===== config.mk =====
export PLATFORM = sky130hd
export DESIGN_NAME = physRegFile
export DESIGN_NICKNAME = d
export VERILOG_FILES = /design/src/logic/regReadPkg.sv /design/src/logic/physRegFile.sv
export SDC_FILE = /design/constraint.sdc
export NUM_CORES = 2
export LEC_CHECK = 0
export BUFFER_PORTS_ARGS = -buffer_cell sky130_fd_sc_hd__buf_4
export CAP_MARGIN = 20
export CORE_UTILIZATION = 40
export CTS_CLUSTER_DIAMETER = 40
export DETAILED_ROUTE_END_ITERATION = 8
export REMOVE_ABC_BUFFERS = 1
export SLEW_MARGIN = 40
export SYNTH_ARGS = -nofsm -noshare
export SYNTH_HDL_FRONTEND = slang
export SYNTH_SLANG_ARGS = --single-unit
export TNS_END_PERCENT = 5

===== constraint.sdc =====
create_clock -name clk -period 4.5 [get_ports clk]
set_input_delay 0.225 -clock clk [delete_from_list [all_inputs] [get_ports clk]]
set_output_delay 0.225 -clock clk [all_outputs]
set_load 0.02 [all_outputs]

===== src/logic/regReadPkg.sv =====
// register-read sizes, vector types and the issue, bypass, branch and read packets
package regReadPkg;

  localparam int numLanes       = 2;  // issue lanes
  localparam int numBypass      = 2;  // writeback ports
  localparam int numPhysRegs    = 64;
  localparam int physTagW       = 6;
  localparam int numArchRegs    = 32; // ready out of reset
  localparam int dataW          = 32;
  localparam int numCheckpoints = 4;
  localparam int ckptIdxW       = 2;
  localparam int payloadW       = 16; // opaque, passed through

  typedef logic [physTagW-1:0]       physTagT;
  typedef logic [dataW-1:0]          dataT;
  typedef logic [numCheckpoints-1:0] ckptMaskT;
  typedef logic [ckptIdxW-1:0]       ckptIdxT;
  typedef logic [payloadW-1:0]       payloadT;
  typedef logic [numBypass-1:0]      matchVecT;
  typedef logic [numPhysRegs-1:0]    readyVecT;

  // ready pattern loaded on reset and exception
  localparam readyVecT archRdyVec = readyVecT'({numArchRegs{1'b1}});

  typedef struct packed {
    logic     valid;
    ckptMaskT ckptMask; // branches this op depends on
    physTagT  src1;
    physTagT  src2;
    payloadT  payload;
  } issuePktT;

  typedef struct packed {
    logic    valid;
    physTagT dest;
    dataT    data;
  } bypassPktT;

  typedef struct packed {
    logic    verified;
    logic    mispredict;
    ckptIdxT ckpt; // checkpoint of the resolved branch
  } branchResolveT;

  typedef struct packed {
    logic    valid;
    physTagT tag;
  } unmapT;

  typedef struct packed {
    ckptMaskT ckptMask;
    payloadT  payload;
    dataT     data1;
    dataT     data2;
  } readPktT;

endpackage


===== src/logic/physRegFile.sv =====
// physical register array: bypass-port writes gated by recovery, four async reads
`timescale 1ns/100ps

module physRegFile (
  input                                                        clk,
  input  regReadPkg::bypassPktT [regReadPkg::numBypass-1:0]     bypass_i,
  input                                                        recover_i,
  input  regReadPkg::physTagT   [regReadPkg::numLanes-1:0][1:0] srcTag_i,
  output regReadPkg::dataT      [regReadPkg::numLanes-1:0][1:0] fileData_o
);

  import regReadPkg::*;

  dataT                 regArray [numPhysRegs];
  logic [numBypass-1:0] wrEn;

  // forwarding still sees the data, only the file update is held off
  always_comb begin
    for (int b = 0; b < numBypass; b++) begin
      wrEn[b] = bypass_i[b].valid & ~recover_i;
    end
  end

  always_ff @(posedge clk) begin
    for (int b = 0; b < numBypass; b++) begin
      if (wrEn[b]) begin
        regArray[bypass_i[b].dest] <= bypass_i[b].data;
      end
    end
  end

  // reads return the value from before this cycle's write
  always_comb begin
    for (int l = 0; l < numLanes; l++) begin
      for (int o = 0; o < 2; o++) begin
        fileData_o[l][o] = regArray[srcTag_i[l][o]];
      end
    end
  end

  // a shared dest would leave the file and the forwarded value disagreeing
  for (genvar a = 0; a < numBypass; a++) begin : gWrChk
    for (genvar b = a + 1; b < numBypass; b++) begin : gPair
      assert property (@(posedge clk)
        !(wrEn[a] && wrEn[b] && (bypass_i[a].dest == bypass_i[b].dest)))
        else $error("physRegFile: ports %0d and %0d write tag %0d", a, b, bypass_i[a].dest);
    end
  end

endmodule


* Yosys cells after proc, flatten, opt, wreduce, memory -nomap -nowiden
Memory sizes are Yosys's and may differ from the RTL's.
Cells that the tools add are included.
** Storage, ports and cells
- Bits in writable memories :: 2048
- Input port bits :: 104
- Bits in registers :: 0
- Memories kept :: 1
** Operators by class
- Bitwise operators :: 3
- Multiplexer cells :: 4
** Memories
- regArray :: words 64, bits a word 32, rd ports 4, clocked after Yosys merged registers in 0, write ports 2, line physRegFile.sv:14 : dataT regArray [numPhysRegs];
** Operator list (count)
- 2-to-1 mux 1 bit :: 4
- bitwise AND 1 bit :: 2
- inverter 1 bit :: 1

* Logic depth before layout (Yosys ltp)
- Depth in word-level cells :: 4
- Depth in mapped cells :: 10
- Gate-level depth less buffers :: 5

* Least setup slack after synthesis
No wires, ideal clock.
- Kind :: input to register
- Start :: input bypass_i[33] (netlist bit)
- End :: memory regArray[26][0] (netlist bit) (enable)
- Stages on the path :: 4
- Slack :: 0.289 ns
- Buffers on the path :: 1
- Arrival time :: 3.746 ns
- Cell sequence :: clkbuf_1 > or3b_2 > or3b_2 > o21ai_0
** RTL lines
- start, declared :: line physRegFile.sv:6 : input regReadPkg::bypassPktT [regReadPkg::numBypass-1:0] bypass_i,
- end, declared :: line physRegFile.sv:14

==> metrics.cfg <==
[status]
status = complete, no violations

[global_route]
grt-ovfl-total = 0
busiest_layer = met2
grt.met2_usage_pct = 52.56
grt_pass1_vias = 110692
grt_start_max_net_pins = 69
grtUsageMet1_pct = 44.58
grt_pass1_wl_mm = 981.8
antenna_found_initial = 78
grtUsageTotal_pct = 37.08
met3_usage_pct = 16.67

[hold_path]
hp-class = primary input to flop

[clock_network]
cts_root_buf = clkbuf_16
h-tree-depth = 5
hold_buffers = 5
ctsResizeCount = 0
cts_tree = done
clkTransAtPathRegs_ns = 0.05
clock_path_buffers = 4
postCtsSetupBuffers = 0
clock-sinks = 2048
numCtsBuffers = 352

[synthesis]
synth_top_family_by_area = multiplexers
yosysWarnings = 0
yosysUniqueCellTypes = 53
synthFlopType = edfxtp_1
syn_area_per_cell_um2 = 16.30
synth_edf_count = 2048
syn-instance-count = 9424
yosys-mux-area-fraction_pct = 51.34
postSynth.asyncResetShare_pct = 0
yosys.area_share.simple_pct = 1.705
yosysSeqAreaShare_pct = 40.04
ys_ff_latch = 2048
synthXorXnorAreaFrac_pct = 0
synth_area_um2 = 153600
synth_adder_area_share_pct = 0
synth_compound_area_share_pct = 2.968

[timing]
tightestPinTransition_ns = 1.030
slew_headroom_pct = 31.35
setup-tns-final_ns = 0
period_needed_ns = 4.298
fin_crit_sh_pct = 95.51
setup_viol = 0
fmax_ghz = 0.2327
drv_slew = 0
hold_viol_final = 0
rsz0062_at_grt = no

[floorplan]
boundaryPins = 232
die_h_um = 621.7
core_area_um2 = 382300
die_area_um2 = 386500
rows = 227
initial_core_util_pct = 40.18
die_w_um = 621.7

[drt]
drt_first_pass_iters = 7
routed_wl_mm = 735.0
postRouteAntennaNets = 0
routed_via_density = 7.835
wl_per_cell_um = 49.96
drcViolationCount = 0
drtIter0Drc = 22311
num_vias = 115263

[power]
power_switching_w = 0.01670
internal_power_w = 0.04261
clock_power_share_pct = 47.8
cellPowerDensity_nw_per_um2 = 334.9
switching_share_pct = 28.16
seq_power_share_pct = 35.9
p_comb_share_pct = 16.2
peakVddDrop_uv = 345.1
total_leakage_power_nw = 57.33

[placement]
dpl.hpwl_mm = 460.8
dp.cells = 14015
gp_congestion = 0.9760
io_buffer_count = 231

[final_layout]
syn2layout_area_growth_pct = 15.30
drive_gt1_share_pct = 63.79
nNetsFinal = 9451
largest_register_ff_count = 2048
multiInputGateArea_um2 = 87500
register_area_um2 = 61500
n_fill_cell = 32632
instances_no_fill = 14712

[critical_path]
cp.arrival_ns = 4.07
path_cells = buf_8, buf_4, buf_4, mux4_2, o221ai_1, a21oi_1, o21ai_0, a21oi_1, buf_4, buf_4
path_max_fanout = 25
worstSetupStartpointType = primary input
endpoint_kind = primary output
critPathRequiredTime_ns = 4.28
crit_slowest_cell = a21oi_1
worstSetupPathType = primary input to primary output
crit_top_cell = buf_4
cp_slowest_stage_delay_ns = 0.81

[job]
maxCapViolCount = 0

## through the flow
stage,setup slack [ns],hold WS (ns),utilization (%),power [W],instance area (um2)
after floorplan,0.4982,0.4259,-,0.02592,147500
final,0.2023,0.1009,46.32,0.05931,177100
after CTS,0.3964,0.06673,46.25,0.05884,176800
after global routing,0.2485,0.1154,46.31,0.06007,177000
after global placement,0.3334,0.7971,42.95,0.03078,164200
after detailed placement,0.4155,0.8014,43.06,0.03090,164600
## metal layers
metal	wire, um	vias to the layer above
li1	-	40270
met1	237900	60121
met2	307900	12001
met3	122900	2819
met4	65780	52
met5	425	-
## placed cells by master (no fill, tap or decap), types with 19 or more instances in the layout
| master | n |
|---|---|
| nor2_1 | 62 |
| clkinv_2 | 36 |
| o22ai_1 | 83 |
| o211ai_1 | 51 |
| mux2_2 | 2180 |
| nand2_1 | 204 |
| nand3_1 | 41 |
| o221ai_1 | 46 |
| clkinvlp_4 | 34 |
| buf_8 | 26 |
| clkinv_1 | 31 |
| a31oi_1 | 23 |
| bufinv_16 | 43 |
| buf_12 | 180 |
| mux4_2 | 2258 |
| nor2_4 | 36 |
| clkbuf_16 | 363 |
| o21ai_0 | 46 |
| o22ai_4 | 32 |
| a21oi_1 | 160 |
| inv_6 | 58 |
| a22oi_1 | 95 |
| clkinv_4 | 38 |
| diode_2 | 37 |
| inv_8 | 19 |
| nand2_4 | 30 |
| edfxtp_1 | 2048 |
| a211oi_1 | 41 |
| nor2b_1 | 39 |
| buf_4 | 685 |
| mux2i_1 | 341 |
| o21ai_4 | 32 |
## Yosys cell counts, types with 51 or more instances
library cell	count	area (um2)
o21ai_0	78	390.4
mux4_2	2258	50850
buf_4	102	765.7
mux2i_1	341	3413
o211ai_1	51	382.9
o22ai_1	117	732.0
buf_2	348	1742
mux2_2	2180	24550
nor2_1	97	364.1
clkbuf_1	678	2545
edfxtp_1	2048	61500
a21oi_1	164	820.8
nand2_1	231	867.1
buf_1	199	747.0
a22oi_1	95	713.2
## power by group through the flow
stage               logic (W)  clock network, W  registers (W)
finish                0.00963            0.0284         0.0213
global route          0.00973            0.0290         0.0213
CTS                   0.00926            0.0283         0.0213
detailed placement    0.00922                 0         0.0217
global placement      0.00911                 0         0.0217
floorplan             0.00428                 0         0.0216
## worst max-delay path: cells and delay by family
| family | cells | cell delay, ns |
|---|---|---|
| multiplexers | 1 | 0.32 |
| buffers and inverters | 5 | 1.49 |
| AO/OA/AOI/OAI | 4 | 1.96 |
## cell type report
type                       instances  area share, %
tap                             5038          3.559
clock inverter                   264          1.708
antenna                           37        0.05228
timing repair buffer             918          5.362
inverter                           6        0.01837
sequential                      2048          34.73
multi-input combinational       6021          49.41
clock buffer                     380          5.165
## path summary, 6_finish.rpt
path,startpoint,depth (start not counted),slack (ns),end
setup / recovery,srcTag_i[0],10,0.20,fileData_o[2]
hold / removal,bypass_i[50],2,0.10,regArray[36][11]
## cells by family (layout without fill, tap and decap cells)
group	count (synthesis)	after routing
muxes	4782	4782
AOI/OAI and AO/OA	690	690
other	0	37
DFF	2048	2048
buffers and inverters	1355	1568
and+or+nand+nor	549	549
Power figures use the tool's default switching activity.
