===== src/logic/regReadPkg.sv =====
// register-read sizes, vector types and the issue, bypass, branch and read packets
package regReadPkg;

  localparam int numLanes       = 2;  // issue lanes
  localparam int numBypass      = 2;  // writeback ports
  localparam int numPhysRegs    = 64;
  localparam int physTagW       = 6;
  localparam int numArchRegs    = 32; // ready out of reset
  localparam int dataW          = 32;
  localparam int numCheckpoints = 4;
  localparam int ckptIdxW       = 2;
  localparam int payloadW       = 16; // opaque, passed through

  typedef logic [physTagW-1:0]       physTagT;
  typedef logic [dataW-1:0]          dataT;
  typedef logic [numCheckpoints-1:0] ckptMaskT;
  typedef logic [ckptIdxW-1:0]       ckptIdxT;
  typedef logic [payloadW-1:0]       payloadT;
  typedef logic [numBypass-1:0]      matchVecT;
  typedef logic [numPhysRegs-1:0]    readyVecT;

  // ready pattern loaded on reset and exception
  localparam readyVecT archRdyVec = readyVecT'({numArchRegs{1'b1}});

  typedef struct packed {
    logic     valid;
    ckptMaskT ckptMask; // branches this op depends on
    physTagT  src1;
    physTagT  src2;
    payloadT  payload;
  } issuePktT;

  typedef struct packed {
    logic    valid;
    physTagT dest;
    dataT    data;
  } bypassPktT;

  typedef struct packed {
    logic    verified;
    logic    mispredict;
    ckptIdxT ckpt; // checkpoint of the resolved branch
  } branchResolveT;

  typedef struct packed {
    logic    valid;
    physTagT tag;
  } unmapT;

  typedef struct packed {
    ckptMaskT ckptMask;
    payloadT  payload;
    dataT     data1;
    dataT     data2;
  } readPktT;

endpackage


===== src/logic/operandSelect.sv =====
// execute stage: per-operand choice between forwarded data and file data
`timescale 1ns/100ps

module operandSelect (
  input  regReadPkg::matchVecT  [regReadPkg::numLanes-1:0][1:0] matchVec_i,
  input  regReadPkg::bypassPktT [regReadPkg::numBypass-1:0]     bypass_i,
  input  regReadPkg::dataT      [regReadPkg::numLanes-1:0][1:0] fileData_i,
  output regReadPkg::dataT      [regReadPkg::numLanes-1:0][1:0] operand_o
);

  import regReadPkg::*;

  dataT [numLanes-1:0][1:0] operand;

  // a forwarded value always beats the file
  always_comb begin
    for (int l = 0; l < numLanes; l++) begin
      for (int o = 0; o < 2; o++) begin
        operand[l][o] = fileData_i[l][o];
        for (int b = 0; b < numBypass; b++) begin
          if (matchVec_i[l][o][b]) begin
            operand[l][o] = bypass_i[b].data;
          end
        end
      end
    end
  end

  assign operand_o = operand;

  // two ports carrying the same dest would make the pick ambiguous
  for (genvar l = 0; l < numLanes; l++) begin : gChk
    for (genvar o = 0; o < 2; o++) begin : gOp
      always_comb begin
        assert final ($onehot0(matchVec_i[l][o]))
          else $error("operandSelect: lane %0d src%0d match %b", l, o + 1, matchVec_i[l][o]);
      end
    end
  end

endmodule


===== config.mk =====
export PLATFORM = sky130hd
export DESIGN_NAME = operandSelect
export DESIGN_NICKNAME = d
export VERILOG_FILES = /design/src/logic/regReadPkg.sv /design/src/logic/operandSelect.sv
export SDC_FILE = /design/constraint.sdc
export NUM_CORES = 1
export LEC_CHECK = 0
export BUFFER_PORTS_ARGS = -buffer_cell sky130_fd_sc_hd__buf_2
export CAP_MARGIN = 20
export CORE_AREA = 2 2 132 134
export DETAILED_ROUTE_END_ITERATION = 12
export DIE_AREA = 0 0 134 136
export PLACE_DENSITY_LB_ADDON = 0.08
export REMOVE_ABC_BUFFERS = 1
export SLEW_MARGIN = 40
export SYNTH_ARGS = -nofsm -noshare
export SYNTH_HDL_FRONTEND = slang
export SYNTH_SLANG_ARGS = --single-unit
export TNS_END_PERCENT = 5

===== constraint.sdc =====
create_clock -name vclk -period 0.8
set_input_delay 0.08 -clock vclk [all_inputs]
set_output_delay 0.08 -clock vclk [all_outputs]
set_load 0.005 [all_outputs]

**After elaboration in Yosys (flattened, before gate mapping)**

Cells that the tools add are included.

- Memories: 0
- Output and inout bits: 128
- Flip-flop bits (word level): 0
- Memory bits (writable): 0
- ROM bits: 0
- Bits of input ports: 214
- Latch bits: 0

- $add $sub $neg: 0
- Reduce and logical (&&, ||, !) cells: 0
- Shifts and indexed selects: 0
- Mux-type cells: 8
- Magnitude comparators: 0
- Div/mod/pow operators: 0
- Equal/unequal tests: 0
- Bitwise logic cells: 0
- Multiply operators: 0

Operator list:

| kind | count |
|---|---|
| $mux W32 | 8 |

**Longest topological paths before layout**

Gate-level depths: netlist of the first run.

- Depth after elaboration: 2
- Gate-level depth with buffers: 4

**Worst setup path before layout of the first run**

Ideal clock, no wire load.

- Path type: input -> output
- Start: input matchVec_i[2] (netlist name)
- End: output operand_o[39] (netlist name)
- Data arrival time: 0.606 ns
- Stages on the path: 4
- Setup slack: 0.114 ns
- Buffers on the path: 2
- Required time: 0.720 ns
- Cells stage by stage: buf_6 -> buf_12 -> mux2i_1 -> o21ai_2

RTL lines:

| element | line | text |
|---|---|---|
| from (decl) | operandSelect.sv:5 | `input regReadPkg::matchVecT [regReadPkg::numLanes-1:0][1:0] matchVec_i,` |
| to (decl) | operandSelect.sv:8 | `output regReadPkg::dataT [regReadPkg::numLanes-1:0][1:0] operand_o` |

==> results of run 1 <==
-- critical path, stage by stage --
cell and delay (ns):
buf_12 0.12, buf_12 0.14, buf_12 0.13, mux2i_1 0.11, o21ai_1 0.12, buf_2 0.12
-- metrics by stage --
step | setup TNS [ns] | area [um2] | hold slack (ns) | std cells | power (W)
5_1_grt | -9.96 | 5100 | 0.517 | 970 | 0.00337
2_1_floorplan | 0 | 2410 | 0.203 | 384 | 0.000923
3_3_place_gp | -14.30 | 4740 | 0.486 | 961 | 0.00284
3_5_place_dp | -14.79 | 4740 | 0.487 | 961 | 0.00284
6_report | -4.39 | 5100 | 0.487 | 970 | 0.00309
4_1_cts | -5.58 | 5080 | 0.487 | 970 | 0.00312
-- synth_stat cells --
| cell | instances |
|---|---|
| mux2i_1 | 128 |
| nand2_1 | 128 |
| o21ai_1 | 117 |
| buf_2 | 19 |
| buf_12 | 12 |
| o21ai_0 | 8 |
| clkbuf_1 | 6 |
| buf_6 | 4 |
| buf_4 | 3 |
| o21ai_2 | 3 |
-- path summary, 6_finish.rpt --
check                    startpoint              to  slack [ns]
worst min-delay path   bypass_i[56]   operand_o[49]        0.49
worst max-delay path  matchVec_i[6]  operand_o[114]        -0.1
-- layout by cell type (no fill, tap or decap) --
cell     count
buf_2      321
nand2_1    128
mux2i_1    124
o21ai_1    124
buf_12      21
buf_16      10
buf_4        5
buf_6        4
mux2i_2      3
o21ai_2      3
mux2i_4      1
o21ai_0      1
-- logic make-up (layout without fill, tap and decap cells) --
group	Yosys count	after routing	synth area share
muxes	128	128	0.451
buffers and inverters	44	361	0.150
AOI/OAI and AO/OA	128	128	0.230
and+or+nand+nor	128	128	0.169
-- layer usage --
layer,vias to the layer above,part of all wire,global-route usage
met5,-,0,0
met4,0,0.013,0.0230
met3,14,0.073,0.0280
met2,212,0.51,0.336
met1,1970,0.40,0.205
li1,2146,-,-
-- cell type report --
class	instances	area [um2]	area share
multi-input cells	384	2440	0.478
well taps	225	282	0.0552
repair buffers	361	2380	0.467
-- what timing repair did --
| item | CTS | global route |
|---|---|---|
| setup buffers | 0 | 0 |
| pin swaps | 3 | 6 |
| endpoints found under the setup margin | 128 | 128 |
| resized for setup | 38 | 7 |
| cloned | 9 | 0 |
-- power by group --
part	leakage, nW	internal (W)	switching [W]
combinational	2.87	0.00160	0.00149
sequential	0	0	0
clock	0	0	0
==> metrics.txt, run 1 <==
status finished with violations; failing checks setup timing; Critical Path Fanout Max 6; Overflow after GRT 0; vias per cell roughly 4.5; first-pass GRT wire length 24.7 mm; Site Rows 48; initial DRC count between 100 and 150; power per standard cell area slightly above 600 nW/um2; cell taking the most area after synthesis mux2i_1; CP arrival between 0.8 and 0.9 ns; register area 0 um2; via count 4342; Leak between 2 and 3 nW; Netlist cell types 10; hold path cells 4; Hold Crit Class primary input to primary output; crit path capture type primary output; Max Freq 1.12 GHz; Area contributors post-synth mux2i_1 45%, o21ai_1 21%, nand2_1 17%; IO Pins 342; DP HPWL 12.8 mm; Worst Max-Slew Pin Slew 0.168 ns; GPL Wtd Cong between 0.8 and 0.9; endpoints failing setup approximately 120; period utilisation layout 1.12; port bufs 328; DRC Markers 0; CP required 0.72 ns; pin count of the biggest net entering global routing 37; VDD IR max about 0.2 mV; ANT nets after route 0; Synth warnings 0; Seq cells 0; final design utilization 0.302; total global-route track usage 0.174; Post-Route WL 17.1 mm; average size of a mapped cell 6.63 um2; initial antenna violation count 0; Crit Path Category primary input to primary output; sequential area share after synthesis 0; final setup margin -0.0968 ns; Final Max Tran Viols 0; Core Area 16900 um2; Post-Syn Area 2840 um2; Die H 136 um; final hold vios 0; unrepaired setup endpoints after global routing true; Area Growth Syn to Fin 79.8%; router iterations before antenna repair 6; cells after synthesis 428; Slew headroom 0.885; fin nets 961; top-area cell type share of the netlist area 0.451; number of global-route vias before repair 4280; die area 18200 um2; # hold bufs at CTS 0; Starting Density 0.168; clock buffer count 0; MaxCap Viol Count 0; Critical Path Source Type primary input; pre-CTS setup slack -0.188 ns; Ant. Diodes 0; fillcell total 1926; Die W approximately 130 um; share of post-route cells with drive strength above 1 0.494; shortest period the worst path allows 0.897 ns; DR WL/cell 17.6 um
No activity file was read; power rests on OpenSTA's default activity.
==> inputs of run 2 (changes only) <==
--- a/config.mk
+++ b/config.mk
@@ -5,12 +5,15 @@
 export SDC_FILE = /design/constraint.sdc
 export NUM_CORES = 1
 export LEC_CHECK = 0
+export ABC_AREA = 1
+export ABC_CLOCK_PERIOD_IN_PS = 800
 export BUFFER_PORTS_ARGS = -buffer_cell sky130_fd_sc_hd__buf_2
 export CAP_MARGIN = 20
-export CORE_AREA = 2 2 132 134
+export CORE_AREA = 2 2 131 133
 export DETAILED_ROUTE_END_ITERATION = 12
-export DIE_AREA = 0 0 134 136
+export DIE_AREA = 0 0 133 135
 export PLACE_DENSITY_LB_ADDON = 0.08
+export RECOVER_POWER = 25
 export REMOVE_ABC_BUFFERS = 1
 export SLEW_MARGIN = 40
 export SYNTH_ARGS = -nofsm -noshare
==> run 2 against run 1 <==
The run still ends with setup timing left. Fmax rose by 9.0%. Largest power group unchanged. Sequential share of layout area did not move. Synthesized area rose by 33%. Total power rose by 22%. Critical path type unchanged. Global-route usage rose by 5.5 points. Combinational power rose by 22%. Count of clock-buffer cells in the layout did not move. Flip-flop and latch count did not move. Wire length rose by 31%. Core utilization rose by 9.2 points. Via count rose by 42%.
==> metrics.txt, run 2 <==
Internal Pwr Total 0.00177 W (+10%); power per standard cell area 584 nW/um2 (-3.5%); DP HPWL 17.0 mm (+33%); hold_ws 0.477 ns (-0.0101 ns); average size of a mapped cell 4.36 um2 (-34%); Critical Path Source Type primary input; VDD IR max 0.208 mV (+4.8%); DRC Markers 0 (unchanged); Ant. Diodes 0 (unchanged); number of global-route vias before repair 5686 (+33%); CP arrival 0.74 ns (-0.08 ns); crit path capture type primary output; Post-Syn Area 3770 um2 (+33%); cells after synthesis 864 (+100%); Max Freq 1.22 GHz (+9.0%); Cells after DPL 1400 (+46%); unrepaired setup endpoints after global routing true; GPL Wtd Cong 0.813 (-8.8%); hold path cells 4 (unchanged); most frequent cells in the layout 460 x nand2_1, 319 x buf_2, 159 x inv_1, 107 x nand3_1, 47 x nand2_2; CP required 0.72 ns (about the same); pin count of the biggest net entering global routing 20 (-46%); Leak 4.44 nW (+55%); shortest period the worst path allows 0.823 ns (-0.0738 ns); via count 6169 (+42%); Seq pwr share 0 (unchanged); DR WL/cell 15.9 um (-9.9%); clock power share 0 (unchanged); fin nets 1407 (+46%); endpoints failing setup 29 (-76%); Core Area 16400 um2 (-2.8%); Site Rows 47 (-2.1%); area of the multi-input gates 2820 um2 (+16%); initial antenna violation count 0 (unchanged); Area Growth Syn to Fin 71.6%; sequential area share after synthesis 0 (unchanged); Synth top cells by count 482 x nand2_1, 160 x inv_1, 128 x nand3_1, 30 x nand2_2, 25 x buf_4; IO Pins 342 (unchanged); period utilisation layout 1.03 (-0.0923); top-count cell post-synth nand2_1; register area 0 um2 (unchanged); Hold Crit Class primary input to primary output; Final Max Tran Viols 0 (unchanged); Comb power frac 1.000 (about the same); clock buffer count 0 (unchanged); Netlist cell types 11 (+1); MaxCap Viol Count 0 (unchanged); Starting Density 0.230 (+0.0616); final hold vios 0 (unchanged); Crit Path Category primary input to primary output; Hold Path End operand_o[86]; Area contributors post-synth nand2_1 48%, nand3_1 17%, inv_1 16%; total global-route track usage 0.228 (+0.0547); router iterations before antenna repair 7 (+1); Die W 133 um (-0.75%); ANT nets after route 0 (unchanged); share of post-route cells with drive strength above 1 0.390 (-0.104); commonest non-fill, non-tap cell in the layout nand2_1; cell taking the most area after synthesis nand2_1; first-pass GRT wire length 32.2 mm (+31%); Net Sw Power 0.00201 W (+35%); initial DRC count 264 (+82%); Die H 135 um (-0.74%); vias per cell 4.37 (-2.3%); port bufs 328 (unchanged); Hold Startpoint bypass_i[61]; status finished with violations; top-area cell type share of the netlist area 0.480 (+0.0285); fillcell total 1974 (+2.5%); Post-Route WL 22.4 mm (+31%); Slew headroom 0.871 (-0.0141); die area 18000 um2 (-1.5%); Worst Max-Slew Pin Slew 0.194 ns (+0.0259 ns); Overflow after GRT 0 (unchanged); Sw Share 0.532 (+0.0508); final setup margin -0.0230 ns (+0.0738 ns); failing checks setup timing; Critical Path Fanout Max 8 (+2); Synth warnings 0 (unchanged); Non-Filler Instances 1411 (+45%); Seq cells 0 (unchanged)
run 2: changes by cell type after synthesis, sizes merged, moves of 18 or more:
cell / change
inv: +168
o21ai: -128
buf: +18
mux2i: -128
nand3: +128
nand2: +384
run 2: metrics by stage:
stage	worst slack, ns	setup TNS (ns)	power, W	area [um2]	util
after floorplan	0.185	0	0.00131	3280	-
after global placement	-0.128	-9.88	0.00340	5840	0.356
after detailed placement	-0.119	-10.05	0.00340	5840	0.356
after CTS	-0.0800	-1.62	0.00369	6270	0.382
after global routing	-0.0738	-3.19	0.00415	6470	0.394
final	-0.0230	-0.243	0.00378	6470	0.394
run 2: final cells by class:
cell class,instances,share of cell area
multi-input cells,640,0.436
repair buffers,383,0.412
inverters,168,0.110
well taps,220,0.0425
run 2: power groups by stage:
stage          registers, W  logic [W]  clock network [W]
4_1_cts                   0    0.00369                  0
2_1_floorplan             0    0.00131                  0
6_report                  0    0.00378                  0
5_1_grt                   0    0.00415                  0
3_5_place_dp              0    0.00340                  0
3_3_place_gp              0    0.00340                  0
run 2: metal layers:
| layer | GRT usage | vias up | part of all wire | wire length [um] |
|---|---|---|---|---|
| met5 | 0 | - | 0 | 0 |
| met4 | 0.0376 | 0 | 0.012 | 266 |
| met3 | 0.0360 | 17 | 0.069 | 1560 |
| met2 | 0.415 | 260 | 0.49 | 10900 |
| met1 | 0.288 | 2728 | 0.43 | 9670 |
| li1 | - | 3164 | - | - |
run 2: what timing repair did:
item                                    CTS  global route
cloned                                    5             4
resized for setup                        64            48
endpoints found under the setup margin  128           128
pin swaps                                 5            11
hold buffers                              0             0
hold endpoints to repair                  0             0
buffers inserted                          6             0
run 2: critical path: stages:
cell	delay, ns
buf_12	0.11
inv_8	0.07
buf_12	0.09
buf_12	0.12
nand3_1	0.08
nand2_1	0.07
buf_2	0.12
run 2: worst max path at each step:
stage	depth (start not counted)	endpoint	start	slack, ns
final	7	operand_o[114]	matchVec_i[7]	-0.02
after global routing	7	operand_o[76]	matchVec_i[4]	-0.07
after CTS	8	operand_o[22]	matchVec_i[0]	-0.08
after detailed placement	6	operand_o[64]	matchVec_i[4]	-0.12
after global placement	6	operand_o[64]	matchVec_i[4]	-0.13
after floorplan	3	operand_o[0]	matchVec_i[1]	0.18
run 2: cells by family (layout without fill, tap and decap cells):
kind of cell	Yosys count	after routing	synth area share
AND/OR/NAND/NOR	640	640	0.699
buffers and inverters	224	551	0.301
