<file path="config.mk">
export PLATFORM = sky130hd
export DESIGN_NAME = operandDecode
export DESIGN_NICKNAME = d
export VERILOG_FILES = /design/src/logic/regReadPkg.sv /design/src/logic/operandDecode.sv
export SDC_FILE = /design/constraint.sdc
export NUM_CORES = 1
export LEC_CHECK = 0
export CORE_AREA = 2 2 68 70
export DETAILED_ROUTE_END_ITERATION = 12
export DIE_AREA = 0 0 70 72
export DONT_BUFFER_PORTS = 1
export RECOVER_POWER = 100
export SLEW_MARGIN = 5
export SYNTH_ARGS = -nofsm -noshare
export SYNTH_HDL_FRONTEND = slang
export SYNTH_SLANG_ARGS = --single-unit
</file>
<file path="constraint.sdc">
create_clock -name vclk -period 1
set_input_delay 0.25 -clock vclk [all_inputs]
set_output_delay 0.25 -clock vclk [all_outputs]
set_load 0.1 [all_outputs]
</file>
<file path="src/logic/regReadPkg.sv">
// register-read sizes, vector types and the issue, bypass, branch and read packets
package regReadPkg;

  localparam int numLanes       = 2;  // issue lanes
  localparam int numBypass      = 2;  // writeback ports
  localparam int numPhysRegs    = 64;
  localparam int physTagW       = 6;
  localparam int numArchRegs    = 32; // ready out of reset
  localparam int dataW          = 32;
  localparam int numCheckpoints = 4;
  localparam int ckptIdxW       = 2;
  localparam int payloadW       = 16; // opaque, passed through

  typedef logic [physTagW-1:0]       physTagT;
  typedef logic [dataW-1:0]          dataT;
  typedef logic [numCheckpoints-1:0] ckptMaskT;
  typedef logic [ckptIdxW-1:0]       ckptIdxT;
  typedef logic [payloadW-1:0]       payloadT;
  typedef logic [numBypass-1:0]      matchVecT;
  typedef logic [numPhysRegs-1:0]    readyVecT;

  // ready pattern loaded on reset and exception
  localparam readyVecT archRdyVec = readyVecT'({numArchRegs{1'b1}});

  typedef struct packed {
    logic     valid;
    ckptMaskT ckptMask; // branches this op depends on
    physTagT  src1;
    physTagT  src2;
    payloadT  payload;
  } issuePktT;

  typedef struct packed {
    logic    valid;
    physTagT dest;
    dataT    data;
  } bypassPktT;

  typedef struct packed {
    logic    verified;
    logic    mispredict;
    ckptIdxT ckpt; // checkpoint of the resolved branch
  } branchResolveT;

  typedef struct packed {
    logic    valid;
    physTagT tag;
  } unmapT;

  typedef struct packed {
    ckptMaskT ckptMask;
    payloadT  payload;
    dataT     data1;
    dataT     data2;
  } readPktT;

endpackage

</file>
<file path="src/logic/operandDecode.sv">
// decode stage: source tag extraction and bypass match vectors per operand
`timescale 1ns/100ps

module operandDecode (
  input  regReadPkg::issuePktT  [regReadPkg::numLanes-1:0]       issue_i,
  input  regReadPkg::bypassPktT [regReadPkg::numBypass-1:0]      bypass_i,
  output regReadPkg::physTagT   [regReadPkg::numLanes-1:0][1:0]  srcTag_o,
  output regReadPkg::matchVecT  [regReadPkg::numLanes-1:0][1:0]  matchVec_o
);

  import regReadPkg::*;

  physTagT [numLanes-1:0][1:0] srcTag;

  // operand 0 is src1, operand 1 is src2
  always_comb begin
    for (int l = 0; l < numLanes; l++) begin
      srcTag[l][0] = issue_i[l].src1;
      srcTag[l][1] = issue_i[l].src2;
    end
  end

  // one bit per bypass port whose dest hits the source tag
  always_comb begin
    for (int l = 0; l < numLanes; l++) begin
      for (int o = 0; o < 2; o++) begin
        for (int b = 0; b < numBypass; b++) begin
          matchVec_o[l][o][b] = bypass_i[b].valid && (bypass_i[b].dest == srcTag[l][o]);
        end
      end
    end
  end

  assign srcTag_o = srcTag;

endmodule

</file>
**After elaboration in Yosys (flattened, before gate mapping)**

Cells that the tools add are included.

- Register bits after elaboration: 0
- Bits of input ports: 144
- Word-level logic and storage cells: 16

- Equality and inequality tests: 8
- Reduce and logical (&&, ||, !) cells: 8

Operators by type and width:

| kind | count |
|---|---|
| $eq A6 B6 Y1 | 8 |
| $logic_and A1 B1 Y1 | 8 |

**Depth between registers and ports, before layout**

Gate-level depths: netlist of the first run.

- Depth in word-level cells: 2
- Gate-level depth with buffers: 4
- Gate-level depth less buffers: 3

**Least setup slack after synthesis of the first run**

OpenSTA, ideal clock, no wires.

- Path kind: in2out
- From: input port bypass_i[32] (netlist name)
- To: output port matchVec_o[0] (netlist name)
- Arrival time: 2.287 ns
- Slack: -1.537 ns
- Stages on the path: 4
- Path buffers: 1
- Cells stage by stage: clkbuf_2 > xnor2_1 > nand4_1 > nor4_2

RTL lines:

| what | RTL line | source |
|---|---|---|
| start, declared | operandDecode.sv:6 | `input regReadPkg::bypassPktT [regReadPkg::numBypass-1:0] bypass_i,` |
| end, declared | operandDecode.sv:8 | `output regReadPkg::matchVecT [regReadPkg::numLanes-1:0][1:0] matchVec_o` |

==> results.md, run 1 <==
- Status: finished, violations left
- Failing checks: setup timing
- Synth cell types: 6
- # clk buffers: 0
- Synth warn: 0
- Synth top area cells: xnor2_1 27%, xor2_1 27%, buf_4 23%
- Post-Syn Area: around 770 um2
- Kind of critical path: in -> out
- Setup slack after layout: -0.272 ns
- Final setup vio count: 8
- Number of remaining DRC errors: 0
- Minimum clock period: 1.27 ns
- Total Power: slightly above 0.4 mW
- Worst hold path type: in -> out
- Post-CTS Repair Setup Buffers: 0
- Ports: ~180
- Final Slew Violations: 0
- Initial core utilization: between 10% and 20%
- Total GRT Usage: 10.4%
- Post-Route WL: 2700 um
- Die Ht: between 70 and 80 um
- Worst-Margin Slew: around 0.29 ns
- Seq/Total Area, Yosys: 0%
- DIE AREA: a little over 0.005 mm2
- Relative max-transition margin: approximately four fifths
- Crit path DAT: approximately 1.0 ns
- CP Capture Type: primary output
- Post-DR wirelength/cell: between 20 and 25 um
- RD Place Congestion: 0.816
- Synth Area per Inst: 8.38 um2
- DR vias/cell: ~4.4
- Share of layout cells above drive strength 1: 54.2%
- IO Port Bufs: 0
- Period utilization: 127%
- Initial antenna violation count: 0
- Area Growth Syn to Fin: 50.8%
- Critical path required time: approximately 0.75 ns
- Yosys top cell area share: a little over a quarter
- Final hold vios: 0
- Rows: 24
- Register area: 0 um2
- Worst VDD drop: approximately 0.00010 V
- Max frequency: just under 800 MHz
- Ant diodes: 0
- Leak Pwr: 0.385 nW
- Max-Cap Viols: 0
- Sequential cells: 0
- Maximum fanout along the worst path: 3
- Syn nets: between 200 and 250
- WP buf/inv: 1
- DRC violation total after the first TritonRoute iteration: 2
- Cell Pwr Density: around 350 mW/mm2
- Post-synth top area cell: xnor2_1
- First-pass DRT Iterations: 2
- Post-place setup slack: -0.316 ns
- CP cell instances: xnor2_4, nand4_1, nor4_4, buf_12
- Type of origin of the critical path: input pin
- Largest net degree at the start of global routing: 5
- Post-synthesis cell count: 92
- Core ar.: 0.00426 mm2
- Crit-path slowest cell: nor4_4
- Antenna Nets Post-Route: 0
- Detailed placement HPWL: about 2400 um
- Layout Nets: 218
- # hold bufs at CTS: 0
- Setup TNS: -2.01 ns
- Vias in the first global route: 656
- Die width: about 70 um
- Total grt overflow: 0
- Global-route wire length before repair: about 4000 um
- Hold slack: roughly 0.50 ns
- Crit path max-delay family: simple AND/OR/NAND/NOR gates
- Total number of vias: 540
- Critical Path Max Stage Delay: 0.25 ns
- RSZ-0062 raised after global routing: yes
-- area by class of cell --
cell class	count	area (um2)
multi-input cells	64	937
repair buffers	8	160
fillers	456	3100
well taps	52	65.1
-- logic make-up (layout without fill, tap and decap cells) --
| group | after synthesis | in the layout | share of synthesized area (%) |
|---|---|---|---|
| XOR/XNOR | 48 | 48 | 54.5 |
| buffers and inverters | 28 | 8 | 26.0 |
| AND/OR/NAND/NOR | 16 | 16 | 19.5 |
-- cell usage after synthesis, drive strengths merged --
cell,instances
buf,24
clkbuf,4
nand4,8
nor4,8
xnor2,24
xor2,24
-- per-stage QoR --
step	instance area (um2)	instances	util, %
floorplan	841	92	-
global placement	866	124	20.3
detailed placement	866	124	20.3
CTS	1060	124	24.9
global route	1160	124	27.3
finish	1160	124	27.3
-- layer usage --
layer | part of all wire [%] | vias up | GRT usage [%]
met2 | 46 | 43 | 16.9
met5 | 0 | - | 0
met4 | 0.33 | 0 | 0.641
met3 | 22 | 4 | 7.92
met1 | 31 | 245 | 11.5
li1 | - | 248 | -
-- layout by cell type (no fill, tap or decap) --
cell	count
xnor2_1	2
xnor2_2	11
buf_12	8
xnor2_4	11
nor4_4	8
xor2_1	23
nand4_1	8
xor2_2	1
-- worst paths after layout --
check / from / to / slack (ns) / cells past startpoint
max: issue_i[55] / matchVec_o[4] / -0.27 / 4
min: issue_i[60] / srcTag_o[17] / 0.50 / 0
-- power breakdown --
part	internal (mW)	total [mW]	switching, mW	leakage (nW)
clock	0	0	0	0
sequential	0	0	0	0
combinational	0.246	0.408	0.162	0.385
total	0.246	0.408	0.162	0.385
-- timing repair --
| item | in CTS | in global routing |
|---|---|---|
| cloned | 0 | 0 |
| endpoints found under the setup margin | 8 | 8 |
| gates resized for setup | 22 | 12 |
| pin swaps | 1 | 0 |
| hold endpoints to repair | 0 | 0 |
(Power assumes the default switching activity.)
==> inputs of run 2 (changes only) <==
- clock period: 1 -> 1.1 ns (I/O delays scaled with it)
==> run 2 against run 1 <==
Effect of this change:
- the run still ends with setup timing left
- non-clock buffer count unchanged
- first-iteration DRC count increased to 7.5 times the previous value
- cell count unchanged
- critical path depth unchanged
- combinational power decreased by 9.3%
- highest routed layer is now met3
==> results.md, run 2 (synthesized netlist as in run 1, its figures left out) <==
- Final setup vio count: 8
- Die width: 70 um
- Worst hold path type: in -> out
- Area Growth Syn to Fin: 49.8%
- Wire length on met2: 1290 um
- Global-route wire length before repair: around 4000 um
- CP cell instances: xnor2_4, nand4_1, nor4_4, buf_12
- Type of origin of the critical path: input pin
- Detailed placement HPWL: ~2400 um
- Antenna Nets Post-Route: 0
- First-pass DRT Iterations: 5
- # clk buffers: 0
- IO Port Bufs: 0
- Vias in the first global route: just under 700
- Critical path required time: approximately 0.82 ns
- Most frequent cells in the layout: 24 x xor2_1, 11 x xnor2_2, 11 x xnor2_4
- Share of layout cells above drive strength 1: 52.8%
- Ant diodes: 0
- Rows: 24
- Total GRT Usage: 10.7%
- Setup TNS: -1.69 ns
- Crit-path slowest cell: nor4_4
- Crit path max-delay family: simple AND/OR/NAND/NOR gates
- Metal-1 WL: 810 um
- Maximum fanout along the worst path: 4
- DIE AREA: ~0.005 mm2
- Total Power: 0.370 mW
- Layout Nets: about 220
- Failing checks: setup timing
- Crit path DAT: approximately 1.1 ns
- Die Ht: 72 um
- Post-DR wirelength/cell: between 20 and 25 um
- Period utilization: 123%
- Total number of vias: ~540
- Largest net degree at the start of global routing: 5
- Critical Path Max Stage Delay: around 0.25 ns
- Initial core utilization: roughly 18%
- Relative max-transition margin: 80.3%
- Max frequency: about 740 MHz
- Setup slack after layout: -0.255 ns
- Commonest non-fill, non-tap cell in the layout: xor2_1
- DR vias/cell: roughly 4.3
- Minimum clock period: around 1.4 ns
- Max-Cap Viols: 0
- Number of remaining DRC errors: 0
- Kind of critical path: in -> out
- WP buf/inv: 1
- RSZ-0062 raised after global routing: yes
- Final Slew Violations: 0
- Worst VDD drop: 0.000120 V
- CP Capture Type: primary output
- Cell Pwr Density: ~320 mW/mm2
- Core ar.: 0.00426 mm2
- Final hold vios: 0
- DRC violation total after the first TritonRoute iteration: 15
- CP Depth: 4
- Top Metal Used: met3
- RD Place Congestion: 0.779
- Post-Route WL: roughly 2700 um
- # hold bufs at CTS: 0
- Total grt overflow: 0
- Register area: 0 um2
- DR WL met3: between 600 and 700 um
- Sequential cells: 0
- Initial antenna violation count: 0
- Worst-Margin Slew: just under 0.3 ns
- Ports: 176
- Worst hold path depth: 0
- Leak Pwr: about 0.38 nW
- Status: finished, violations left
==> run 2: cell types whose count changed in the layout (fill, tap and decap cells not counted) <==
| cell | delta |
|---|---|
| xor2_1 | +1 |
| xor2_2 | -1 |
==> run 2: timing repair <==
action,CTS,global route
setup endpoints to repair,8,8
pin swaps,0,1
cloned,0,0
gates resized for setup,24,9
buffers inserted,0,0
==> run 2: power breakdown <==
group	total, mW	switching, mW	internal, mW	leakage, nW
clock network	0	0	0	0
registers	0	0	0	0
logic	0.370	0.147	0.223	0.383
==> run 2: path summary, 6_finish.rpt <==
| check | startpoint | end | slack, ns |
|---|---|---|---|
| setup / recovery | bypass_i[33] | matchVec_o[0] | -0.26 |
| hold / removal | issue_i[54] | srcTag_o[23] | 0.55 |
==> run 2: layout make-up <==
| type | count | area [um2] |
|---|---|---|
| well taps | 52 | 65.1 |
| repair buffers | 8 | 160 |
| fillers | 454 | 3110 |
| multi-input cells | 64 | 930 |
==> run 2: routing by layer <==
metal / up-vias / global-route usage, %
li1: 247 / -
met2: 50 / 18.2
met4: 0 / 0.214
met1: 242 / 9.80
met3: 0 / 10.6
met5: - / 0
==> run 2: per-stage QoR <==
step | hold slack, ns | std cells | setup slack (ns) | util (%) | area [um2]
final | 0.550 | 124 | -0.255 | 27.1 | 1150
after global routing | 0.550 | 124 | -0.306 | 27.1 | 1150
after CTS | 0.551 | 124 | -0.268 | 25.1 | 1070
after detailed placement | 0.551 | 124 | -0.287 | 20.3 | 866
after global placement | 0.551 | 124 | -0.266 | 20.3 | 866
after floorplan | 0.762 | 92 | -0.871 | - | 841
==> inputs of run 3 (changes only) <==
- clock period: 1.1 -> 1.5 ns (I/O delays scaled with it)
==> run 3 against run 2 <==
Effect of this change:
- the flow still finishes with violations (setup timing)
- final area fell by 2.0%
- die area did not move
- global-route usage fell by 0.062 points
- total power fell by 28%
- critical endpoint is now matchVec_o[3]
- highest routed layer unchanged
==> results.md, run 3 (synthesized netlist as in run 1, its figures left out) <==
- Status: finished, violations left
- Failing checks: setup timing
- Die Ht: about 72 um
- Setup slack after layout: -0.0536 ns
- Total GRT Usage: approximately a tenth
- IO Port Bufs: 0
- Critical Path Max Stage Delay: ~0.24 ns
- Filler cell count: ~460
- First-pass DRT Iterations: 5
- Final Slew Violations: 0
- Type of origin of the critical path: input pin
- Initial antenna violation count: 0
- Final setup vio count: 5
- Vias in the first global route: 688
- Most frequent cells in the layout: 24 x xor2_1, 13 x xnor2_2, 9 x xnor2_4
- Die width: 70 um
- Sequential cells: 0
- # clk buffers: 0
- Largest net degree at the start of global routing: 5
- Max frequency: roughly 640 MHz
- DIE AREA: 0.00504 mm2
- Total number of vias: around 540
- Worst hold path type: in -> out
- CP Depth: 4
- Kind of critical path: in -> out
- Register area: 0 um2
- Commonest non-fill, non-tap cell in the layout: xor2_1
- Final hold vios: 0
- CP Capture Type: primary output
- Ant diodes: 0
- Layout Nets: 218
- Core ar.: 0.00426 mm2
- RSZ-0062 raised after global routing: yes
- Minimum clock period: 1.55 ns
- Post-DR wirelength/cell: approximately 22 um
- Fin util: about a quarter
- Crit-path slowest cell: nor4_4
- Setup TNS: -0.135 ns
- Ports: between 150 and 200
- Share of layout cells above drive strength 1: roughly 53%
- Leak Pwr: approximately 0.38 nW
- Cell Pwr Density: 234 mW/mm2
- Relative max-transition margin: between 80 and 90%
- Total grt overflow: 0
- Post-Route WL: 2760 um
- DR vias/cell: roughly 4.3
- Worst hold path depth: 0
- Rows: 24
- Period utilization: 104%
- Worst-Margin Slew: about 0.30 ns
- CP cell instances: xnor2_2, nand4_1, nor4_4, buf_12
- Global-route wire length before repair: around 4000 um
- RD Place Congestion: ~0.78
- Initial core utilization: about 18%
- Critical path required time: between 1 and 1.5 ns
- Worst VDD drop: 0.0000875 V
- Max-Cap Viols: 0
- Detailed placement HPWL: about 2400 um
- Number of remaining DRC errors: 0
- Crit path max-delay family: simple AND/OR/NAND/NOR gates
- DRC violation total after the first TritonRoute iteration: 11
- Maximum fanout along the worst path: 4
- Area Growth Syn to Fin: 46.9%
- # hold bufs at CTS: 0
- WP buf/inv: 1
- Antenna Nets Post-Route: 0
- Crit path DAT: ~1.2 ns
-- run 3: cell types whose count changed in the layout (fill, tap and decap cells not counted) --
cell,delta
xnor2_2,+2
xnor2_4,-2
-- run 3: worst paths after layout --
kind	startpoint	end	slack, ns
worst max-delay path	bypass_i[72]	matchVec_o[3]	-0.05
worst min-delay path	issue_i[54]	srcTag_o[23]	0.75
-- run 3: timing repair --
item,4_1_cts,5_1_grt
gates resized for setup,21,10
setup endpoints to repair,8,8
pin swaps,0,1
buffers inserted,0,0
-- run 3: final cells by class --
| type | count | area, um2 | share of cell area, % |
|---|---|---|---|
| tap | 52 | 65.1 | 5.75 |
| timing repair buffer | 8 | 160 | 14.1 |
| multi-input combinational | 64 | 907 | 80.1 |
-- run 3: power breakdown --
| group | internal (mW) | switching [mW] | leakage (nW) |
|---|---|---|---|
| Clock | 0 | 0 | 0 |
| Sequential | 0 | 0 | 0 |
| Combinational | 0.157 | 0.108 | 0.381 |
-- run 3: metrics by stage --
step                total power [mW]  hold slack, ns  setup WS (ns)  std cells  area, um2
floorplan                      0.479           0.962         -0.671         92        841
global placement               0.194           0.751        -0.0658        124        866
detailed placement             0.197           0.751        -0.0870        124        866
CTS                            0.241           0.751        -0.0676        124       1040
global route                   0.279           0.750         -0.106        124       1130
finish                         0.265           0.750        -0.0536        124       1130
-- run 3: layer usage --
metal / part of all wire [%] / global-route usage (%) / vias to the layer above
li1: - / - / 247
met1: 29 / 9.96 / 242
met2: 47 / 18.0 / 49
met3: 23 / 10.3 / 0
met4: 0 / 0.214 / 0
met5: 0 / 0 / -
