## src/logic/regReadPkg.sv

```systemverilog
// register-read sizes, vector types and the issue, bypass, branch and read packets
package regReadPkg;

  localparam int numLanes       = 2;  // issue lanes
  localparam int numBypass      = 2;  // writeback ports
  localparam int numPhysRegs    = 64;
  localparam int physTagW       = 6;
  localparam int numArchRegs    = 32; // ready out of reset
  localparam int dataW          = 32;
  localparam int numCheckpoints = 4;
  localparam int ckptIdxW       = 2;
  localparam int payloadW       = 16; // opaque, passed through

  typedef logic [physTagW-1:0]       physTagT;
  typedef logic [dataW-1:0]          dataT;
  typedef logic [numCheckpoints-1:0] ckptMaskT;
  typedef logic [ckptIdxW-1:0]       ckptIdxT;
  typedef logic [payloadW-1:0]       payloadT;
  typedef logic [numBypass-1:0]      matchVecT;
  typedef logic [numPhysRegs-1:0]    readyVecT;

  // ready pattern loaded on reset and exception
  localparam readyVecT archRdyVec = readyVecT'({numArchRegs{1'b1}});

  typedef struct packed {
    logic     valid;
    ckptMaskT ckptMask; // branches this op depends on
    physTagT  src1;
    physTagT  src2;
    payloadT  payload;
  } issuePktT;

  typedef struct packed {
    logic    valid;
    physTagT dest;
    dataT    data;
  } bypassPktT;

  typedef struct packed {
    logic    verified;
    logic    mispredict;
    ckptIdxT ckpt; // checkpoint of the resolved branch
  } branchResolveT;

  typedef struct packed {
    logic    valid;
    physTagT tag;
  } unmapT;

  typedef struct packed {
    ckptMaskT ckptMask;
    payloadT  payload;
    dataT     data1;
    dataT     data2;
  } readPktT;

endpackage

```

## src/logic/readyTable.sv

```systemverilog
// physical register ready bits: arch pattern on reset or exception, unmap and wakeup
`timescale 1ns/100ps

module readyTable (
  input                                                   clk,
  input                                                   rstN_i,
  input                                                   exception_i,
  input  regReadPkg::unmapT   [regReadPkg::numLanes-1:0]  unmap_i,
  input  regReadPkg::physTagT [regReadPkg::numLanes-1:0]  wakeTag_i,
  input  logic                [regReadPkg::numLanes-1:0]  wakeValid_i,
  output regReadPkg::readyVecT                            phyRegRdy_o
);

  import regReadPkg::*;

  readyVecT rdyVec;
  readyVecT rdyNext;

  // clears first, sets after, so a wakeup wins over a same-tag unmap
  always_comb begin
    rdyNext = rdyVec;
    for (int l = 0; l < numLanes; l++) begin
      if (unmap_i[l].valid) begin
        rdyNext[unmap_i[l].tag] = 1'b0;
      end
    end
    for (int l = 0; l < numLanes; l++) begin
      if (wakeValid_i[l]) begin
        rdyNext[wakeTag_i[l]] = 1'b1;
      end
    end
  end

  always_ff @(posedge clk) begin
    if (!rstN_i || exception_i) begin
      rdyVec <= archRdyVec; // committed map only
    end else begin
      rdyVec <= rdyNext;
    end
  end

  assign phyRegRdy_o = rdyVec;

endmodule

```

## config.mk

```make
export PLATFORM = sky130hd
export DESIGN_NAME = readyTable
export DESIGN_NICKNAME = d
export VERILOG_FILES = /design/src/logic/regReadPkg.sv /design/src/logic/readyTable.sv
export SDC_FILE = /design/constraint.sdc
export NUM_CORES = 1
export LEC_CHECK = 0
export ABC_AREA = 1
export BUFFER_PORTS_ARGS = -buffer_cell sky130_fd_sc_hd__buf_2
export CAP_MARGIN = 20
export CORE_ASPECT_RATIO = 0.9
export CORE_MARGIN = 2
export CORE_UTILIZATION = 55
export CTS_CLUSTER_SIZE = 30
export DETAILED_ROUTE_END_ITERATION = 10
export PLACE_DENSITY = 0.85
export SYNTH_ARGS = -nofsm -noshare
export SYNTH_HDL_FRONTEND = slang
export SYNTH_SLANG_ARGS = --single-unit
export TNS_END_PERCENT = 30
```

## constraint.sdc

```tcl
create_clock -name clk -period 2.95 [get_ports clk]
set_clock_uncertainty 0.05 [all_clocks]
set_input_delay 0.59 -clock clk [delete_from_list [all_inputs] [get_ports clk]]
set_output_delay 0.59 -clock clk [all_outputs]
set_load 0.01 [all_outputs]
```

After elaboration in Yosys (flattened, before gate mapping)
Cells that the tools add are included.
{"block": "word_totals", "regBits": 64, "input_bits": 31, "output_inout_bits": 64, "word_cells": 33}
{"block": "classes", "magnitude_cmp": 8, "mux": 12, "n_bitwise": 6, "n_reduce_logical": 6}
{"cell": "$mux 64", "n": 4}
{"cell": "$and 64x64->64", "n": 2}
{"cell": "$not 64->64", "n": 2}
{"cell": "$or 64x64->64", "n": 2}
{"cell": "$lt 6x7->1 const B", "n": 4}
{"cell": "$demux 1 s6", "n": 4}
{"cell": "$ge 6x1->1 const B", "n": 4}
{"cell": "$logic_and 1x1->1", "n": 4}
{"cell": "$mux 1", "n": 4}
{"cell": "$logic_not 1->1", "n": 1}
{"cell": "$logic_or 1x1->1", "n": 1}

Depth between registers and ports, before layout
Gate-level depths: netlist of the first run.
{"block": "logic_depth", "depth_word": 13, "depth_mapped": 9, "depth_no_buf": 8}

Least setup slack after synthesis of the first run
No wires, ideal clock.
{"block": "synth_path", "kind": "input to register", "startpoint": "input unmap_i[0] in the netlist's numbering", "endpoint": "register rdyVec[44] (netlist: phyRegRdy_o[44])", "setup_time_ps": 128, "t_arrival_ps": 1361, "required_time_ps": 2772, "slack_ps": 1411, "cell_stages": 9, "path_cell_list": "inv_1 -> nand2_1 -> buf_6 -> nor2_1 -> nand2_1 -> nand2_1 -> nor2_1 -> nor2_1 -> nor2_1"}
{"block": "synth_between", "elab_chain_cells": 13, "elab_cells_between_ends": 14}
{"element": "start, declared", "line_no": "readyTable.sv:8", "rtl": "input regReadPkg::unmapT [regReadPkg::numLanes-1:0] unmap_i,"}
{"element": "$lt 6x7->1 (not written as such) / $ge 6x1->1 (equally long branches)", "line_no": "readyTable.sv:24", "rtl": "rdyNext[unmap_i[l].tag] = 1'b0;"}
{"element": "$logic_and 1x1->1 (not written as such)", "line_no": "readyTable.sv:24"}
{"element": "$mux 1 (not written as such)", "line_no": "readyTable.sv:24"}
{"element": "$demux 1 s6 *", "line_no": "readyTable.sv:24"}
{"element": "$not 64->64 (no line) *"}
{"element": "$and 64x64->64 (no line) *"}
{"element": "$mux 64 *", "line_no": "readyTable.sv:23", "rtl": "if (unmap_i[l].valid) begin"}
{"element": "$and 64x64->64 (no line)"}
{"element": "$mux 64 *", "line_no": "readyTable.sv:23"}
{"element": "$or 64x64->64 (no line)"}
{"element": "$mux 64 *", "line_no": "readyTable.sv:28", "rtl": "if (wakeValid_i[l]) begin"}
{"element": "$or 64x64->64 (no line)"}
{"element": "$mux 64 *", "line_no": "readyTable.sv:28"}
{"element": "end signal, assigned", "line_no": "readyTable.sv:36", "rtl": "rdyVec <= archRdyVec;"}
{"element": "end signal, assigned", "line_no": "readyTable.sv:38", "rtl": "rdyVec <= rdyNext;"}
{"element": "end, declared", "line_no": "readyTable.sv:16", "rtl": "readyVecT rdyVec;"}
Mark *: on every way between the ends. The rest lies on a longest branch, timed or not.
A chain may end at the register's enable or synchronous reset.

Final worst setup path of the first run
{"block": "layout_path", "startpoint": "input unmap_i[0] in the netlist's numbering", "endpoint": "register rdyVec[52] (netlist: phyRegRdy_o[52])"}
The elaborated chain is that of the path after synthesis.

==> metrics.log, run 1 <==
[metrics] vias after detailed routing: ~5,100
[metrics] detailed-router iteration count before antenna repair: 5
[metrics] GRT met2 Usage: roughly 60%
[metrics] floorplan row count: 29
[metrics] number of DRC markers in iteration 0: 670
[metrics] cell class contributing the biggest share of worst-path delay: simple AND/OR/NAND/NOR gates
[metrics] routability-driven placement congestion ratio: around 1
[metrics] number of synthesized register bits: 64
[metrics] most common cell after layout, fill and taps aside: nor2_1
[metrics] Area Growth Syn to Fin: 17.6%
[metrics] combined area of all synthesized cells: just under 4000 sq um
[metrics] Initial Util: a little under three fifths
[metrics] crit-path max FO: 11
[metrics] number of buffers created by CTS: 9
[metrics] nets@finish: slightly above 800
[metrics] Max-Cap Viols: 0
[metrics] category of the worst setup path launch point: primary input
[metrics] combined buffer and inverter count along the critical path: 2
[metrics] Period minus WS final: approximately 1.8 ns
[metrics] grt total ovfl: 0
[metrics] final worst path period share: about three fifths
[metrics] number of input and output port buffers inserted: between 90 and 100
[metrics] DRC: 0
[metrics] root buf cell: clkbuf_8
[metrics] count of hold buffers inserted by post-cts repair: 0
[metrics] Detailed Route WL: roughly 16 mm
[metrics] headroom to the max-slew limit: a little over two fifths
[metrics] Worst Hold Class: flop to flop
[metrics] antenna violations before repair: 0
[metrics] required time of the critical path: roughly 3.1 ns
[metrics] depth of the CTS H-tree: 3
[metrics] upper clock frequency limit: 548 MHz
[metrics] RSZ-0062 raised after global routing: no
[metrics] type of the setup path with the least slack: primary input to flop
[metrics] antenna viol nets, final: 0
[metrics] Finish-stage setup viols: 0
[metrics] Critical Path Most Common Cell: nor2_1
[metrics] post-synthesis cell count: between 600 and 700
[metrics] Detailed Place HPWL: roughly 12 mm
[metrics] leading cell types in the layout, fill and taps excluded: nor2_1, nand2_1, buf_2, nand3_1, dfxtp_1
[metrics] Die W: roughly 94 um
[metrics] Warnings, synthesis: 0
[metrics] number of ports placed on the die boundary: 95
[metrics] post-CTS sizing: 0
[metrics] number of buffers inserted to repair setup after CTS: 0
[metrics] overall die height: 84.7 um
[metrics] Most Used Layer, Global Route: met2
[metrics] pin count of the biggest net entering global routing: 33
[metrics] Clock Tree Buf Depth: 2
[metrics] Worst setup EP type: flop
[metrics] post-layout instance area: ~4700 sq um
[metrics] Fin. Hold Viols: 0
[metrics] Worst VDD drop: about 0.00023 V
[metrics] max FFs per register: 64
[metrics] clock tree from TritonCTS: yes
[metrics] aggregate negative setup slack: 0 ns
[metrics] Slowest Stage Delay on Critical Path: 0.70 ns
[metrics] proportion of synthesized chip area in sequential cells: between 30 and 40%
[metrics] number of antenna repair diodes: 0
[metrics] die area: between 7000 and 8000 sq um
[metrics] Cell variety after synth: 18
[metrics] post-detailed-placement cell area: approximately 4500 sq um
[metrics] global router's overall resource usage: 40.6%
[metrics] cells along the critical path: buf_2 > inv_1 > nand2_1 > nor2_1 > nand2_1 > nand2_1 > nor2_1 > nor2_1 > nor2_1
[metrics] Via density: just under 6
[metrics] CTS sink count: 64
[metrics] first-pass GRT wire length: around 24 mm
[metrics] share of cells above drive strength 1: 15.7%
[metrics] arrival time at the worst endpoint: around 2 ns
[metrics] Global Route met1 Usage: a little over half
[metrics] synthesized area divided by synthesized cell count: between 5 and 6 sq um
[metrics] status: finished, final reports clean
[metrics] Max stage delay cell, worst path: nor2_1
[metrics] final slew viol count: 0
[metrics] routed length per instance: approximately 18 um
[metrics] net count after synthesis: 711
[metrics] power density of the placed cells: 415 nW/um^2
[metrics] LEAKAGE: a little under 2 nW
[metrics] global routing usage on met3: 11.4%
[metrics] Core Region: a little over 7000 sq um
[metrics] worst slew pin tran: around 0.85 ns
[metrics] via count of the first global-routing pass: 4,585
[metrics] clock-pin slew on the worst setup and hold paths: approximately 0.09 ns
[metrics] clock latency of the later-clocked register in the worst-skew pair: around 0.36 ns
[synth_stat cells]
library cell | number | area share [%]
nor2_1 | 179 | 17
nand2_1 | 157 | 15
nand3_1 | 73 | 9.2
dfxtp_1 | 64 | 32
inv_1 | 57 | 5.4
o21ai_0 | 44 | 5.5
a21oi_1 | 33 | 4.2
nor3_1 | 21 | 2.6
o211ai_1 | 15 | 2.8
nand4_1 | 13 | 2.0
buf_2 | 6 | 0.75
clkbuf_1 | 6 | 0.57
nor2_2 | 4 | 0.63
buf_6 | 2 | 0.57
clkbuf_8 | 2 | 0.69
inv_2 | 2 | 0.19
bufbuf_16 | 1 | 0.82
clkinv_1 | 1 | 0.094
[worst min-delay path: stages, from the launching register on]
cell and delay (ns):
dfxtp_1 0.31, o21ai_0 0.06, o21ai_0 0.06
[per-stage QoR]
step	hold WS [ns]	cells	setup WS [ns]	power [mW]	util, %
3_5_place_dp	0.418	856	0.801	1.13	63.6
5_1_grt	0.449	872	1.02	1.99	66.5
3_3_place_gp	0.410	856	0.850	1.13	63.6
4_1_cts	0.430	872	1.17	1.92	66.5
6_report	0.426	872	1.12	1.94	66.5
2_1_floorplan	0.445	680	1.41	1.05	-
[metal layers]
layer / vias to the layer above / share of wire, %
met3: 62 / 13
met2: 380 / 43
li1: 2392 / -
met4: 0 / 3.9
met5: - / 0
met1: 2288 / 40
[kinds of logic after synthesis]
group,share of synthesized area (%)
buf+inv,9.06
simple gates,46.2
compound gates,12.5
flops,32.2
[layout make-up]
cell class	instances	area, sq um
clock inverter	6	67.6
tap	93	116
fill	693	2360
multi-input combinational	539	2340
clock buffer	10	138
inverter	60	225
sequential	64	1280
timing repair buffer	100	515
[worst paths after layout]
check | start | endpoint | slack, ns | depth (start not counted)
worst min-delay path | phyRegRdy_o[14] | phyRegRdy_o[14] | 0.43 | 2
worst max register to register | phyRegRdy_o[42] | phyRegRdy_o[42] | 2.15 | 4
worst max-delay path | unmap_i[0] | phyRegRdy_o[52] | 1.12 | 9
worst min register to register | phyRegRdy_o[14] | phyRegRdy_o[14] | 0.43 | 2
[where the power goes]
part           internal (mW)  switching [mW]  leakage [nW]  total, mW
combinational         0.0593           0.198          1.37      0.257
sequential             0.868         0.00261         0.517      0.870
clock                  0.416           0.397        0.0989      0.813
(Power assumes the default switching activity.)
==> run 2: changes to the inputs <==
- CORE_UTILIZATION: 55 -> 49
- PLACE_DENSITY: 0.85 -> 0.8
- clock period: 2.95 -> 1.6 ns (I/O delays scaled with it)
==> metrics.log, run 2 (same netlist as run 1, synthesis figures left out) <==
[metrics] nets@finish: between 800 and 900
[metrics] Core Region: 7950 sq um
[metrics] CTS sink count: 64
[metrics] Worst Hold Class: primary input to flop
[metrics] via count of the first global-routing pass: 4,579
[metrics] Detailed Route WL: roughly 16 mm
[metrics] clock tree from TritonCTS: yes
[metrics] global routing usage on met3: between 10% and 20%
[metrics] Clock Tree Buf Depth: 2
[metrics] number of buffers created by CTS: 9
[metrics] Period minus WS final: between 1 and 1.5 ns
[metrics] floorplan row count: 31
[metrics] DRC: 0
[metrics] Fin. Hold Viols: 0
[metrics] post-detailed-placement cell area: approximately 4800 sq um
[metrics] Slowest Stage Delay on Critical Path: 0.38 ns
[metrics] Max-Cap Viols: 0
[metrics] Initial Util: between 50% and 60%
[metrics] post-layout instance area: ~5000 sq um
[metrics] GRT met2 Usage: roughly 54%
[metrics] max FFs per register: between 60 and 70
[metrics] count of hold buffers inserted by post-cts repair: 0
[metrics] share of cells above drive strength 1: between 20% and 30%
[metrics] vias after detailed routing: 5,178
[metrics] number of antenna repair diodes: 0
[metrics] clock-pin slew on the worst setup and hold paths: around 0.080 ns
[metrics] final slew viol count: 0
[metrics] headroom to the max-slew limit: 72.4%
[metrics] Via density: around 5.6
[metrics] crit-path max FO: 2
[metrics] required time of the critical path: ~1.2 ns
[metrics] first-pass GRT wire length: between 20 and 25 mm
[metrics] routability-driven placement congestion ratio: 1.06
[metrics] depth of the CTS H-tree: 3
[metrics] final worst path period share: around four fifths
[metrics] Max stage delay cell, worst path: dfxtp_1
[metrics] LEAKAGE: between 2 and 2.5 nW
[metrics] R2R setup slack: just over 0.8 ns
[metrics] category of the worst setup path launch point: flop
[metrics] clock latency of the later-clocked register in the worst-skew pair: ~0.36 ns
[metrics] antenna violations before repair: 0
[metrics] Worst setup EP type: output port
[metrics] Area Growth Syn to Fin: 27.3%
[metrics] number of buffers inserted to repair setup after CTS: 0
[metrics] global router's overall resource usage: a little over a third
[metrics] grt total ovfl: 0
[metrics] post-CTS sizing: 0
[metrics] arrival time at the worst endpoint: ~0.89 ns
[metrics] post-route total power: between 3 and 4 mW
[metrics] number of input and output port buffers inserted: between 90 and 100
[metrics] cells along the critical path: buf_2
[metrics] root buf cell: clkbuf_8
[metrics] # fillers: approximately 810
[metrics] Most Used Layer, Global Route: met2
[metrics] most common cell after layout, fill and taps aside: nor2_1
[metrics] worst slew pin tran: ~0.41 ns
[metrics] number of ports placed on the die boundary: 95
[metrics] upper clock frequency limit: just under 800 MHz
[metrics] power density of the placed cells: between 700 and 800 nW/um^2
[metrics] detailed-router iteration count before antenna repair: 6
[metrics] number of DRC markers in iteration 0: 407
[metrics] Detailed Place HPWL: approximately 12 mm
[metrics] cell class contributing the biggest share of worst-path delay: flip-flops
[metrics] die area: a little under 9000 sq um
[metrics] status: finished, final reports clean
[metrics] Finish-stage setup viols: 0
[metrics] combined buffer and inverter count along the critical path: 1
[metrics] routed length per instance: between 15 and 20 um
[metrics] Worst VDD drop: roughly 0.0007 V
[metrics] Global Route met1 Usage: about 47%
[metrics] antenna viol nets, final: 0
[metrics] overall die height: about 89 um
[metrics] type of the setup path with the least slack: flop to output port
[metrics] pin count of the biggest net entering global routing: 27
[metrics] leading cell types in the layout, fill and taps excluded: nor2_1, nand2_1, buf_2, nand3_1, dfxtp_1
[metrics] RSZ-0062 raised after global routing: no
[metrics] Die W: about 99 um
[metrics] aggregate negative setup slack: 0 ns
==> run 2: changes by cell type in the layout (fill, tap and decap cells not counted) <==
cell / delta
buf_4: +44
clkinv_2: -1
bufinv_16: +2
clkinvlp_4: -1
==> run 2: worst paths after layout <==
path | depth (start not counted) | to | from
setup / recovery | 1 | phyRegRdy_o[52] | phyRegRdy_o[52]
hold / removal | 5 | phyRegRdy_o[33] | wakeTag_i[6]
setup reg to reg | 4 | phyRegRdy_o[52] | phyRegRdy_o[52]
hold reg to reg | 2 | phyRegRdy_o[7] | phyRegRdy_o[7]
==> run 2: where the power goes <==
part	switching, mW	leakage (nW)	internal [mW]
combinational	0.375	1.58	0.153
sequential	0.00433	0.517	1.60
clock	0.709	0.123	1.09
total	1.09	2.22	2.84
==> run 2: area by class of cell <==
class	count	area [sq um]	area share (%)
clock inverters	6	115	2.27
flip-flops and latches	64	1280	25.3
well taps	99	124	2.45
clock buffers	10	138	2.72
multi-input cells	539	2340	46.1
inverters	60	225	4.45
repair buffers	144	846	16.7
==> run 2: layer usage <==
layer | wire length, um | vias up
met5 | 0 | -
met4 | 763 | 0
met3 | 1980 | 62
met2 | 6730 | 292
met1 | 6650 | 2341
li1 | - | 2483
==> run 2: metrics by stage <==
step | cells | util (%) | setup WS (ns) | hold slack, ns
floorplan | 680 | - | 0.331 | 0.445
global placement | 906 | 60.5 | 0.147 | 0.411
detailed placement | 906 | 60.5 | 0.0954 | 0.422
CTS | 922 | 63.7 | 0.348 | 0.367
global route | 922 | 63.7 | 0.291 | 0.416
finish | 922 | 63.7 | 0.343 | 0.373
==> run 2: worst min-delay path: cells and delay by family <==
family | cells | cell delay, ns
simple gates | 3 | 0.20
buf+inv | 1 | 0.15
compound gates | 1 | 0.06
